--- config.mk ---
export PLATFORM = sky130hd
export DESIGN_NAME = axi_sram_slave
export DESIGN_NICKNAME = d
export VERILOG_FILES = /design/src/axi_sram_pkg.sv /design/src/axi_sram_slave.sv
export SDC_FILE = /design/constraint.sdc
export NUM_CORES = 1
export LEC_CHECK = 0
export BUFFER_PORTS_ARGS = -buffer_cell sky130_fd_sc_hd__buf_2
export CORE_MARGIN = 2
export CORE_UTILIZATION = 25
export DETAILED_ROUTE_END_ITERATION = 16
export GPL_TIMING_DRIVEN = 1
export SLEW_MARGIN = 10
export SYNTH_ARGS = -nofsm -noshare
export SYNTH_HDL_FRONTEND = slang
export SYNTH_SLANG_ARGS = --single-unit
--- constraint.sdc ---
create_clock -name clk -period 2.2 [get_ports clk]
set_clock_uncertainty 0.2 [all_clocks]
set_input_delay 0.55 -clock clk [delete_from_list [all_inputs] [get_ports clk]]
set_output_delay 0.55 -clock clk [all_outputs]
set_load 0.01 [all_outputs]
--- src/axi_sram_pkg.sv ---
`default_nettype none

package axi_sram_pkg;

  // Bus widths
  localparam int data_w = 32;
  localparam int addr_w = 32;
  localparam int strb_w = data_w / 8;

  // Array geometry of 4 KiB in words
  localparam int mem_words  = 1024;
  localparam int word_idx_w = 10;

  // AXI response codes
  localparam logic [1:0] resp_okay   = 2'b00;
  localparam logic [1:0] resp_slverr = 2'b10;

  // Latency source
  localparam logic [7:0] lfsr_seed = 8'haa;

  // Low LFSR bits kept as a wait count of 0 to 15 extra cycles
  localparam logic [3:0] lat_mask = 4'hf;

endpackage

`default_nettype wire

--- src/axi_sram_slave.sv ---
`timescale 1ns/10ps
`default_nettype none

module axi_sram_slave (
  input  logic                                  clk,
  input  logic                                  rstn,
  // Read address
  input  logic [axi_sram_pkg::addr_w-1:0]      araddr,
  input  logic                                  arvalid,
  output logic                                  arready,
  // Read data
  output logic [axi_sram_pkg::data_w-1:0]      rdata,
  output logic [1:0]                            rresp,
  output logic                                  rvalid,
  input  logic                                  rready,
  // Write address
  input  logic [axi_sram_pkg::addr_w-1:0]      awaddr,
  input  logic                                  awvalid,
  output logic                                  awready,
  // Write data
  input  logic [axi_sram_pkg::data_w-1:0]      wdata,
  input  logic [axi_sram_pkg::strb_w-1:0]      wstrb,
  input  logic                                  wvalid,
  output logic                                  wready,
  // Write response
  output logic [1:0]                            bresp,
  output logic                                  bvalid,
  input  logic                                  bready,
  // Latency source
  input  logic [7:0]                            lfsr_value,
  // Array ports
  output logic [axi_sram_pkg::word_idx_w-1:0]  rd_idx,
  input  logic [axi_sram_pkg::data_w-1:0]      rd_data,
  output logic                                  wr_en,
  output logic [axi_sram_pkg::word_idx_w-1:0]  wr_idx,
  output logic [axi_sram_pkg::data_w-1:0]      wr_data,
  output logic [axi_sram_pkg::strb_w-1:0]      wr_strb
);

  import axi_sram_pkg::*;

  localparam int cnt_w = $bits(lat_mask);

  function automatic logic addr_in_range(input logic [addr_w-1:0] a);
    return a[addr_w-1:2] < mem_words;
  endfunction

  logic [cnt_w-1:0] lat_load;

  assign lat_load = lfsr_value[cnt_w-1:0] & lat_mask;

  // ************************************************************
  // Read channel
  // ************************************************************

  logic [addr_w-1:0] rd_addr;
  logic [cnt_w-1:0]  rd_cnt;
  logic              ar_hs;
  logic              rd_fire;
  logic              rd_ok;

  assign ar_hs   = arvalid & arready;
  // Busy while arready is low; hold off until any earlier response is taken
  assign rd_fire = ~arready & (rd_cnt == '0) & ~rvalid;
  assign rd_ok   = addr_in_range(rd_addr);
  assign rd_idx  = rd_addr[word_idx_w+1:2];

  always_ff @(posedge clk) begin
    if (rstn) begin
      arready <= 1'b1;
      rvalid  <= 1'b0;
      rd_cnt  <= '0;
    end else begin
      if (rvalid && rready) begin
        rvalid <= 1'b0;
      end
      if (ar_hs) begin
        arready <= 1'b0;
        rd_cnt  <= lat_load;
      end else if (~arready && rd_cnt != '0) begin
        rd_cnt <= rd_cnt - 1'b1;
      end
      if (rd_fire) begin
        rvalid  <= 1'b1;
        arready <= 1'b1;
      end
    end
  end

  always_ff @(posedge clk) begin
    if (ar_hs) begin
      rd_addr <= araddr;
    end
    if (rd_fire) begin
      rdata <= rd_ok ? rd_data : '0;
      rresp <= rd_ok ? resp_okay : resp_slverr;
    end
  end

  // ************************************************************
  // Write channel
  // ************************************************************

  logic [addr_w-1:0] wr_addr;
  logic [cnt_w-1:0]  wr_cnt;
  logic              aw_hs;
  logic              w_hs;
  logic              wr_start;
  logic              wr_fire;
  logic              wr_ok;

  assign aw_hs = awvalid & awready;
  assign w_hs  = wvalid & wready;

  // Second half of the pair arrives or both arrive together
  assign wr_start = (aw_hs & (~wready | w_hs)) | (w_hs & ~awready);
  assign wr_fire  = ~awready & ~wready & (wr_cnt == '0) & ~bvalid;
  assign wr_ok    = addr_in_range(wr_addr);

  assign wr_en  = wr_fire & wr_ok;
  assign wr_idx = wr_addr[word_idx_w+1:2];

  always_ff @(posedge clk) begin
    if (rstn) begin
      awready <= 1'b1;
      wready  <= 1'b1;
      bvalid  <= 1'b0;
      wr_cnt  <= '0;
    end else begin
      if (bvalid && bready) begin
        bvalid <= 1'b0;
      end
      if (aw_hs) begin
        awready <= 1'b0;
      end
      if (w_hs) begin
        wready <= 1'b0;
      end
      if (wr_start) begin
        wr_cnt <= lat_load;
      end else if (~awready && ~wready && wr_cnt != '0) begin
        wr_cnt <= wr_cnt - 1'b1;
      end
      if (wr_fire) begin
        bvalid  <= 1'b1;
        awready <= 1'b1;
        wready  <= 1'b1;
      end
    end
  end

  always_ff @(posedge clk) begin
    if (aw_hs) begin
      wr_addr <= awaddr;
    end
    if (w_hs) begin
      wr_data <= wdata;
      wr_strb <= wstrb;
    end
    if (wr_fire) begin
      bresp <= wr_ok ? resp_okay : resp_slverr;
    end
  end

endmodule

`default_nettype wire

==> run metrics <==
status finished, violations left; failing checks setup timing; Syn Std Cell Area 5094 um2; Setup-failing EPs final 1; Worst Tran Pin Value 0.8168 ns; clock sinks 143; combinational share of power 7.9%; Tot Pwr 6.696 mW; mean routed wirelength per cell 14.14 um; number of hold violations in the final report 0; largest net degree at the start of global routing 37; Max transition margin 45.13%; I/O pin cnt 245; row cnt 52; area leader, netlist edfxtp_1; P_sw 1.489 mW; critical path fanouts, max 2; Crit Path Class register to output pin; Synth Flop Type edfxtp_1; Ant. Diodes 0; Seq cells post-synth 143; gate count of the mapped netlist 286; crit share post-route 122.0%; fmax 0.3726 GHz; Hold Path Depth 1; Die Y-Extent 146.7 um; top-count cell post-synth edfxtp_1; clock insertion delay at the later pin of the skew report 0.40 ns; HPWL Detailed 8587 um; initial core utilization 25.34%; H-tree depth 4; number of synthesized flops with an enable pin 130; root buffer cell clkbuf_16; setup_tns -0.4841 ns; initial antenna violation count 0; CTS clk-pin slew, worst paths 0.06 ns; Data arrival, critical path 1.93 ns; Setup WS post-layout -0.4841 ns; Final Net Count 674; Final Instance Area 7156 um2; Starting DRT DRC Count 81; Hold-fix buffers, CTS 0; total internal power 5.206 mW; detailed-router iteration count before antenna repair 4; CTS resizes 4; clock share of power 44.0%; Post-synth ARST share 0%; Placed Instance Area 6544 um2; vias in the first global route 3398; DIE AREA 21530 um2; fraction of layout cells with a size suffix above 1 53.36%; sequential area share after synthesis 81.75%; Tot GR Track Use 10.61%; total grt overflow 0; Max Cap Violations 0; unrepaired setup endpoints after global routing yes; Max VDD drop 451.6 uV; die width 146.7 um; post-route ant nets 0; final WL 11390 um; drt via density 3.950; setup bufs post-CTS 0; leakage 2.984 nW; CTS tree done; first-pass GRT wire length 17600 um; Max clock buf depth 2; DRC viols 0; synth warn 0; crit start category register; sequential cell fraction of total power 48.0%; unique cell type count in the Yosys netlist 39; post-layout minimum cycle time 2.684 ns; Sw Share 22.24%; P&R area growth vs syn 40.48%; total CTS buffers 17; Port-buffer cells 234; placer congestion estimate 0.8192; DR vias 3184; worst path required time 1.45 ns; synthesized area per cell 17.81 um2; FF-to-FF path depth 6; HP Class input pin to register; top cells by area in the synthesized netlist edfxtp_1 (77%), dfxtp_1 (5.1%), and2_1 (4.3%); Critical Path Sink Type output pin; P per Cell Area 935.7 nW/um2; post-synth top area share 76.64%; final max-slew violation count 0; area of the core 20100 um2; Post-synth top cells edfxtp_1 (130), and2_1 (35), buf_4 (22), dfxtp_1 (13), inv_1 (12)
[final timing paths]
check	start	to	slack (ns)
max	wr_cnt[0]	wr_en	-0.48
max reg2reg	wr_cnt[0]	bresp[1]	0.17
min	wdata[13]	wr_data[13]	0.12
min reg2reg	rvalid	rvalid	0.29
[layout by cell type, fill, tap and decap left out, types with 4 or more instances in the layout]
cell       synthesis  final
buf_2              0    234
edfxtp_1         130    130
and2_1            35     34
clkbuf_16          0     17
dfxtp_1           13     12
inv_1             12     10
nor4_1             9      9
nor2_1             8      7
buf_4             22      6
or3_1              5      5
a21oi_1            5      5
ha_1               4      4
inv_6              0      4
buf_12             0      4
[layer usage]
layer	GRT usage [%]	up-vias	routed length [um]
met1	12.08	1501	4642
li1	-	1512	-
met2	18.15	163	5610
met4	3.495	0	120
met3	4.379	8	1020
met5	0	-	0
[worst max-delay path, cell delays in order (launching register included)]
cell,delay [ns]
dfxtp_2,0.32
inv_2,0.06
ha_1,0.12
or3b_4,0.37
or4_4,0.43
nor2_2,0.09
buf_2,0.13
[layout make-up]
cell class / count / area [um2]
fillers: 1967 / 12950
flip-flops and latches: 143 / 4165
repair buffers: 244 / 1296
multi-input cells: 105 / 703.2
clock buffers: 17 / 425.4
well taps: 270 / 337.8
clock inverters: 15 / 182.7
inverters: 12 / 45.04
[logic make-up after synthesis]
| kind of cell | synth area share, % |
|---|---|
| multiplexers | 0.6632 |
| adder cells (fa/ha/maj) | 0.9826 |
| buffers and inverters | 4.716 |
| flip-flops | 81.75 |
| AO/OA/AOI/OAI | 2.481 |
| other | 0.07362 |
| AND/OR/NAND/NOR | 8.990 |
| XOR/XNOR | 0.3440 |
[power groups by stage]
stage	registers, mW	logic [mW]	clock network [mW]
3_5_place_dp	3.27	0.539	0
5_1_grt	3.23	0.587	3.18
3_3_place_gp	3.27	0.519	0
2_1_floorplan	3.31	0.218	0
4_1_cts	3.22	0.546	3.04
6_report	3.22	0.532	2.95
[sequential cells by signal (all words and copies together) (netlist names)]
name / flops
awready: 1
rresp: 1
wr_data: 32
wr_addr: 30
rd_cnt: 4
bresp: 1
rvalid: 1
arready: 1
wready: 1
bvalid: 1
rdata: 32
wr_cnt: 4
rd_addr: 30
wr_strb: 4
[per-stage QoR]
stage | hold WS (ns) | util, % | setup WS (ns) | std cells
2_1_floorplan | 0.2740 | - | 0.01988 | 287
3_3_place_gp | 0.2775 | 32.55 | -0.07453 | 774
3_5_place_dp | 0.2834 | 32.55 | -0.08353 | 774
4_1_cts | 0.08809 | 35.59 | -0.5130 | 806
5_1_grt | 0.07920 | 35.59 | -0.5649 | 806
6_report | 0.1161 | 35.59 | -0.4841 | 806
Note: power is estimated with default switching activity, not from simulation.
