File: config.mk
export PLATFORM = sky130hd
export DESIGN_NAME = lfsr8
export DESIGN_NICKNAME = d
export VERILOG_FILES = /design/src/axi_sram_pkg.sv /design/src/lfsr8.sv
export SDC_FILE = /design/constraint.sdc
export NUM_CORES = 1
export LEC_CHECK = 0
export BUFFER_PORTS_ARGS = -buffer_cell sky130_fd_sc_hd__buf_4
export CORE_AREA = 5 5 42 44
export CTS_CLUSTER_SIZE = 25
export DETAILED_ROUTE_END_ITERATION = 16
export DIE_AREA = 0 0 47 49
export PLACE_DENSITY = 0.33
export SYNTH_ARGS = -nofsm -noshare
export SYNTH_HDL_FRONTEND = slang
export SYNTH_SLANG_ARGS = --single-unit
File: constraint.sdc
create_clock -name clk -period 2.5 [get_ports clk]
set_clock_uncertainty 0.05 [all_clocks]
set_input_delay 0 -clock clk [delete_from_list [all_inputs] [get_ports clk]]
set_output_delay 0 -clock clk [all_outputs]
set_load 0.005 [all_outputs]
File: src/axi_sram_pkg.sv
`default_nettype none

package axi_sram_pkg;

  // Bus widths
  localparam int data_w = 32;
  localparam int addr_w = 32;
  localparam int strb_w = data_w / 8;

  // Array geometry of 4 KiB in words
  localparam int mem_words  = 1024;
  localparam int word_idx_w = 10;

  // AXI response codes
  localparam logic [1:0] resp_okay   = 2'b00;
  localparam logic [1:0] resp_slverr = 2'b10;

  // Latency source
  localparam logic [7:0] lfsr_seed = 8'haa;

  // Low LFSR bits kept as a wait count of 0 to 15 extra cycles
  localparam logic [3:0] lat_mask = 4'hf;

endpackage

`default_nettype wire

File: src/lfsr8.sv
`timescale 1ns/10ps
`default_nettype none

module lfsr8 (
  input  logic       clk,
  input  logic       rstn,
  output logic [7:0] value
);

  import axi_sram_pkg::*;

  logic feedback;

  // Taps 8, 6, 5, 4 give the full 255-state sequence
  assign feedback = value[7] ^ value[5] ^ value[4] ^ value[3];

  always_ff @(posedge clk) begin
    if (rstn) begin
      value <= lfsr_seed;
    end else begin
      value <= {value[6:0], feedback};
    end
  end

endmodule

`default_nettype wire

==> impl_metrics.csv, run 1 <==
group,metric,value,unit
min_path,min_path_type,"register to register",
timing,rsz0062_at_grt,"false",
layout,largest-register,"value",
layout,final_nets,36,
placement,gp_congestion,0.553,
critical_path,worst-path-buf-inv,2,
critical_path,crit_slowest_cell,"dlygate4sd3_1",
detailed_routing,wl_per_cell,9.21,µm
layout,reg_top3,"value (8)",
critical_path,start_kind,"primary input",
cts,clockRootBuffer,"clkbuf_4",
floorplan,dieArea,2300,µm²
timing,setup_violations,0,
logic_synthesis,synth_nets,21,
critical_path,cp_cell_sequence,"dlygate4sd3_1 -> buf_4 -> or2_2",
floorplan,fp.dieH,49,µm
layout,syn2layout_area_growth,51.3,%
logic_synthesis,synth_cells,19,
power,max-vdd-ir-drop,0.000250,V
timing,fmax,1.11,GHz
job,max_cap_violations,0,
critical_path,worstPathArrival,980,ps
logic_synthesis,ys_types,5,
placement,port_buffers,9,
detailed_routing,dr.first_iter.drc_count,0,
logic_synthesis,ys_ff_latch,8,
floorplan,start_util,0.167,
layout,fill_cells,168,
layout,final_cells,48,
floorplan,coreArea,1400,µm²
layout,multi_input_area,73.8,µm²
placement,dp.cells,44,
grt,grt_usage,0.0481,
cts,insertion_delay,240,ps
logic_synthesis,syn_area,234,µm²
timing,period_needed,900,ps
detailed_routing,wirelength,442,µm
grt,grt_max_degree,9,
layout,n_antenna_cell,0,
detailed_routing,vias,169,
detailed_routing,ant_nets,0,
floorplan,die_width,47,µm
logic_synthesis,synth_area_leader_cell,"dfxtp_1",
grt,grt_pass1_wl,731,µm
timing,finalCritPeriodShare,0.360,
timing,setup_tns,0,ps
detailed_routing,routed_via_density,3.52,
logic_synthesis,yosysSeqAreaShare,0.684,
grt,antenna_found_initial,0,
grt,grt_pass1_vias,167,
logic_synthesis,yosys_warnings,0,
critical_path,crit_family,"buffers and inverters",
cts,cts.sinks,8,
layout,drive_above_1_share,0.500,
power,p_per_area,797,nW/µm²
timing,hold_violations,0,
timing,tightestPinTransition,181,ps
cts,ctsHoldBuffers,1,
detailed_routing,first_pass_iters,1,
floorplan,ios,10,
critical_path,path_max_fanout,8,
cts,cts_setup_buffers,0,
detailed_routing,drcViolationCount,0,
critical_path,slowest_delay,530,ps
cts,cts_tree,"done",
critical_path,critPathRequiredTime,2580,ps
layout,seq_area,160,µm²
timing,relSlewSlack,0.879,
run_status,outcome,"finished, final reports clean",
critical_path,end_kind,"register",
floorplan,row_count,14,
cts,h-tree-depth,1,
cts,clock_path_buffers,2,
logic_synthesis,yosysTopAreaCellShare,0.684,
timing,drv_slew,0,
layout,largest_reg_flops,8,
critical_path,crit_type,"primary input to register",
cts,cts_resized,0,
logic_synthesis,syn_area_per_cell,12.3,µm²
grt,grt.overflow.total,0,
logic_synthesis,ys_top_cells_by_area,"dfxtp_1 (68%), xnor2_1 (11%), or2_2 (11%), nor2b_1 (8.0%), nor2_1 (1.6%)",
cts,cts_inserted_buffers,3,
cts,clk_pin_slew,50,ps
power,p_leak,0.155,nW
power by group:
| group | internal (mW) | total (mW) | leakage (nW) | switching (mW) |
|---|---|---|---|---|
| clock network | 0.0546 | 0.0929 | 0.0138 | 0.0383 |
| registers | 0.141 | 0.148 | 0.0671 | 0.00766 |
| logic | 0.0278 | 0.0411 | 0.0743 | 0.0133 |
through the flow:
stage               utilization  power [mW]  worst slack [ps]  area (µm²)  hold WS (ps)
floorplan                     -       0.167              1670         234          21.6
global placement          0.229       0.191              1610         322           172
detailed placement        0.229       0.192              1620         322           179
CTS                       0.253       0.290              1600         354           398
global route              0.253       0.303              1570         354           416
finish                    0.253       0.282              1600         354           392
synthesized netlist by cell type:
| master | instances |
|---|---|
| nor2_1 | 1 |
| xnor2_1 | 3 |
| or2_2 | 4 |
| dfxtp_1 | 8 |
| nor2b_1 | 3 |
cell usage in the layout (no fill, tap or decap), drive strengths merged:
cell / instances
buf: 9
dfxtp: 8
or2: 4
nor2b: 3
xnor2: 3
clkbuf: 3
nor2: 1
dlygate4sd3: 1
worst paths after layout:
path	from	end	slack [ps]	cells past startpoint
worst min-delay path	value[6]$_SDFF_PP0_	value[7]$_SDFF_PP1_	390	1
worst max register to register	value[5]$_SDFF_PP1_	value[0]$_SDFF_PP0_	1620	3
worst min register to register	value[6]$_SDFF_PP0_	value[7]$_SDFF_PP1_	390	1
worst max-delay path	rstn	value[5]$_SDFF_PP1_	1600	3
layout make-up:
cell class	count	area share
well taps	16	0.0565
repair buffers	10	0.219
flip-flops and latches	8	0.452
clock buffers	3	0.0636
multi-input cells	11	0.208
per-layer routing:
layer  global-route usage  vias to the layer above  part of all wire  wire, µm
li1                     -                       86                 -         -
met1               0.0533                       76              0.44       196
met2               0.0566                        7              0.43       190
met3               0.0480                        0              0.12        55
met4               0.0276                        0                 0         0
met5                    0                        -                 0         0
cell families (layout without fill, tap and decap cells):
| group | count (synthesis) | count (layout) | share of synthesized area |
|---|---|---|---|
| xor gates and xnor gates | 3 | 3 | 0.112 |
| buffers and inverters | 0 | 13 | 0 |
| DFF | 8 | 8 | 0.684 |
| and+or+nand+nor | 8 | 8 | 0.203 |
No activity file was read; power rests on OpenSTA's default activity.
==> run 2, diff against run 1 <==
==> constraint.sdc (replaced) <==
create_clock -name clk -period 0.9 [get_ports clk]
set_clock_uncertainty 0.05 [all_clocks]
set_input_delay 0 -clock clk [delete_from_list [all_inputs] [get_ports clk]]
set_output_delay 0 -clock clk [all_outputs]
set_load 0.005 [all_outputs]
==> run 2 against run 1 <==
Clock-buffer cell count is the same. Utilization grew 1.5 points. Total power grew to 2.9 times the previous value. Cell count is the same. Sequential share of layout area shrank 1.2 points. Sequential power grew to 2.8 times the previous value. Critical endpoint is now value[0]$_SDFF_PP0_. Critical path type is now register to register. The run now ends with negative hold slack left. Via count grew 1.8%. Combinational power grew to 3.1 times the previous value. First-iteration DRC count is the same. Worst setup slack lost 1600 ps. Clock power grew to 2.9 times the previous value.
==> impl_metrics.csv, run 2 (synthesis gave the netlist of run 1 again) <==
group,metric,value,unit
floorplan,dieArea,2300,µm²
layout,fill_cells,178,
grt,grt_pass1_vias,187,
detailed_routing,wl_per_cell,9.88,µm
power,p_leak,0.169,nW
power,p_per_area,2160,nW/µm²
layout,final_cells,48,
layout,n_antenna_cell,0,
grt,grt_pass1_wl,765,µm
critical_path,critical_path.startpoint,"value[4]$_SDFF_PP0_",
timing,relSlewSlack,0.898,
grt,antenna_found_initial,0,
layout,drive_above_1_share,0.719,
cts,cts_setup_buffers,0,
layout,seq_area,165,µm²
run_status,violations,"negative hold slack",
floorplan,coreArea,1400,µm²
layout,final_common_cell,"buf_4",
timing,setup_violations,0,
critical_path,crit_type,"register to register",
cts,h-tree-depth,1,
grt,grt.overflow.total,0,
layout,largest-register,"value",
timing,fin_hold_ws,-84.5,ps
detailed_routing,dr.first_iter.drc_count,0,
placement,dp.cells,45,
cts,cts_inserted_buffers,3,
critical_path,r2r_slack,30,ps
layout,syn2layout_area_growth,60.4,%
cts,clockRootBuffer,"clkbuf_4",
timing,tightestPinTransition,151,ps
critical_path,worstPathArrival,950,ps
critical_path,end_kind,"register",
critical_path,critPathRequiredTime,990,ps
layout,final_nets,36,
placement,port_buffers,9,
run_status,outcome,"finished, violations left",
power,p_sw_frac,0.218,
cts,cts.sinks,8,
detailed_routing,vias,172,
layout,multi_input_area,88.8,µm²
timing,fmax,1.16,GHz
power,pwr-share-comb,0.158,
placement,dp_slack,9.73,ps
timing,period_needed,865,ps
detailed_routing,first_pass_iters,1,
layout,largest_reg_flops,8,
layout,layout_common_cells,"buf_4 (9), or2_2 (4), dfxtp_1 (4), dfxtp_2 (4)",
min_path,hold_start,"rstn",
power,p_switching,0.176,mW
floorplan,ios,10,
grt,grt_max_degree,9,
critical_path,r2r-start,"value[4]$_SDFF_PP0_",
cts,cts_tree,"done",
detailed_routing,wirelength,474,µm
critical_path,start_kind,"register",
floorplan,fp.dieH,49,µm
grt,grt_usage,0.0494,
power,p_clk_frac,0.327,
power,max-vdd-ir-drop,0.000708,V
detailed_routing,ant_nets,0,
power,finalPower,0.809,mW
cts,clk_pin_slew,50,ps
cts,insertion_delay,250,ps
placement,dp_hpwl,333,µm
detailed_routing,drcViolationCount,0,
power,power_frac_seq,0.515,
timing,drv_slew,0,
job,max_cap_violations,0,
timing,worst_slack,34.5,ps
placement,gp_congestion,0.565,
timing,finalCritPeriodShare,0.962,
timing,rsz0062_at_grt,"true",
critical_path,path_max_fanout,3,
floorplan,start_util,0.167,
cts,clock_path_buffers,2,
power,intPower,0.633,mW
timing,hold_violations,8,
detailed_routing,routed_via_density,3.58,
floorplan,die_width,47,µm
min_path,min_path_type,"primary input to register",
floorplan,row_count,14,
layout,reg_top3,"value (8)",
[run 2: cell count changes in the layout (fill, tap and decap cells not counted), sizes merged]
cell and change:
dlygate4sd3 -1, buf +1
[run 2: layer usage]
layer | share of wire | track usage | wire length (µm)
met1 | 0.39 | 0.0510 | 187
met2 | 0.45 | 0.0588 | 212
met3 | 0.15 | 0.0332 | 69
met4 | 0.011 | 0.0553 | 5
met5 | 0 | 0 | 0
[run 2: power groups by stage]
stage / registers (mW) / clock network (mW) / logic (mW)
2_1_floorplan: 0.419 / 0 / 0.0446
3_3_place_gp: 0.417 / 0 / 0.121
3_5_place_dp: 0.417 / 0 / 0.120
4_1_cts: 0.413 / 0.283 / 0.126
5_1_grt: 0.422 / 0.300 / 0.141
6_report: 0.417 / 0.265 / 0.128
[run 2: critical path, stage by stage (launching register included)]
cell	delay [ps]
dfxtp_2	330
xnor2_2	130
xnor2_1	180
nor2_1	60
[run 2: cell type report]
type / count / share of cell area
Clock buffer: 3 / 0.0600
Tap cell: 16 / 0.0533
Timing Repair Buffer: 10 / 0.210
Sequential cell: 8 / 0.440
Multi-Input combinational cell: 11 / 0.237
[run 2: path summary, 6_finish.rpt]
kind / end / cells after the start
max reg2reg: value[0]$_SDFF_PP0_ / 3
min reg2reg: value[1]$_SDFF_PP1_ / 1
max: value[0]$_SDFF_PP0_ / 3
min: value[4]$_SDFF_PP0_ / 2
[run 2: what timing repair did]
item	4_1_cts	5_1_grt
resized for setup	2	5
pin swaps	2	2
endpoints found under the hold margin	8	8
setup endpoints to repair	1	2
[run 2: stage by stage]
stage,cell area [µm²],TNS (ps),util,hold slack [ps]
2_1_floorplan,234,0,-,21.6
3_3_place_gp,329,0,0.235,172
3_5_place_dp,329,0,0.235,182
4_1_cts,360,0,0.257,-88.1
5_1_grt,375,-11.6,0.268,-75.5
6_report,375,0,0.268,-84.5
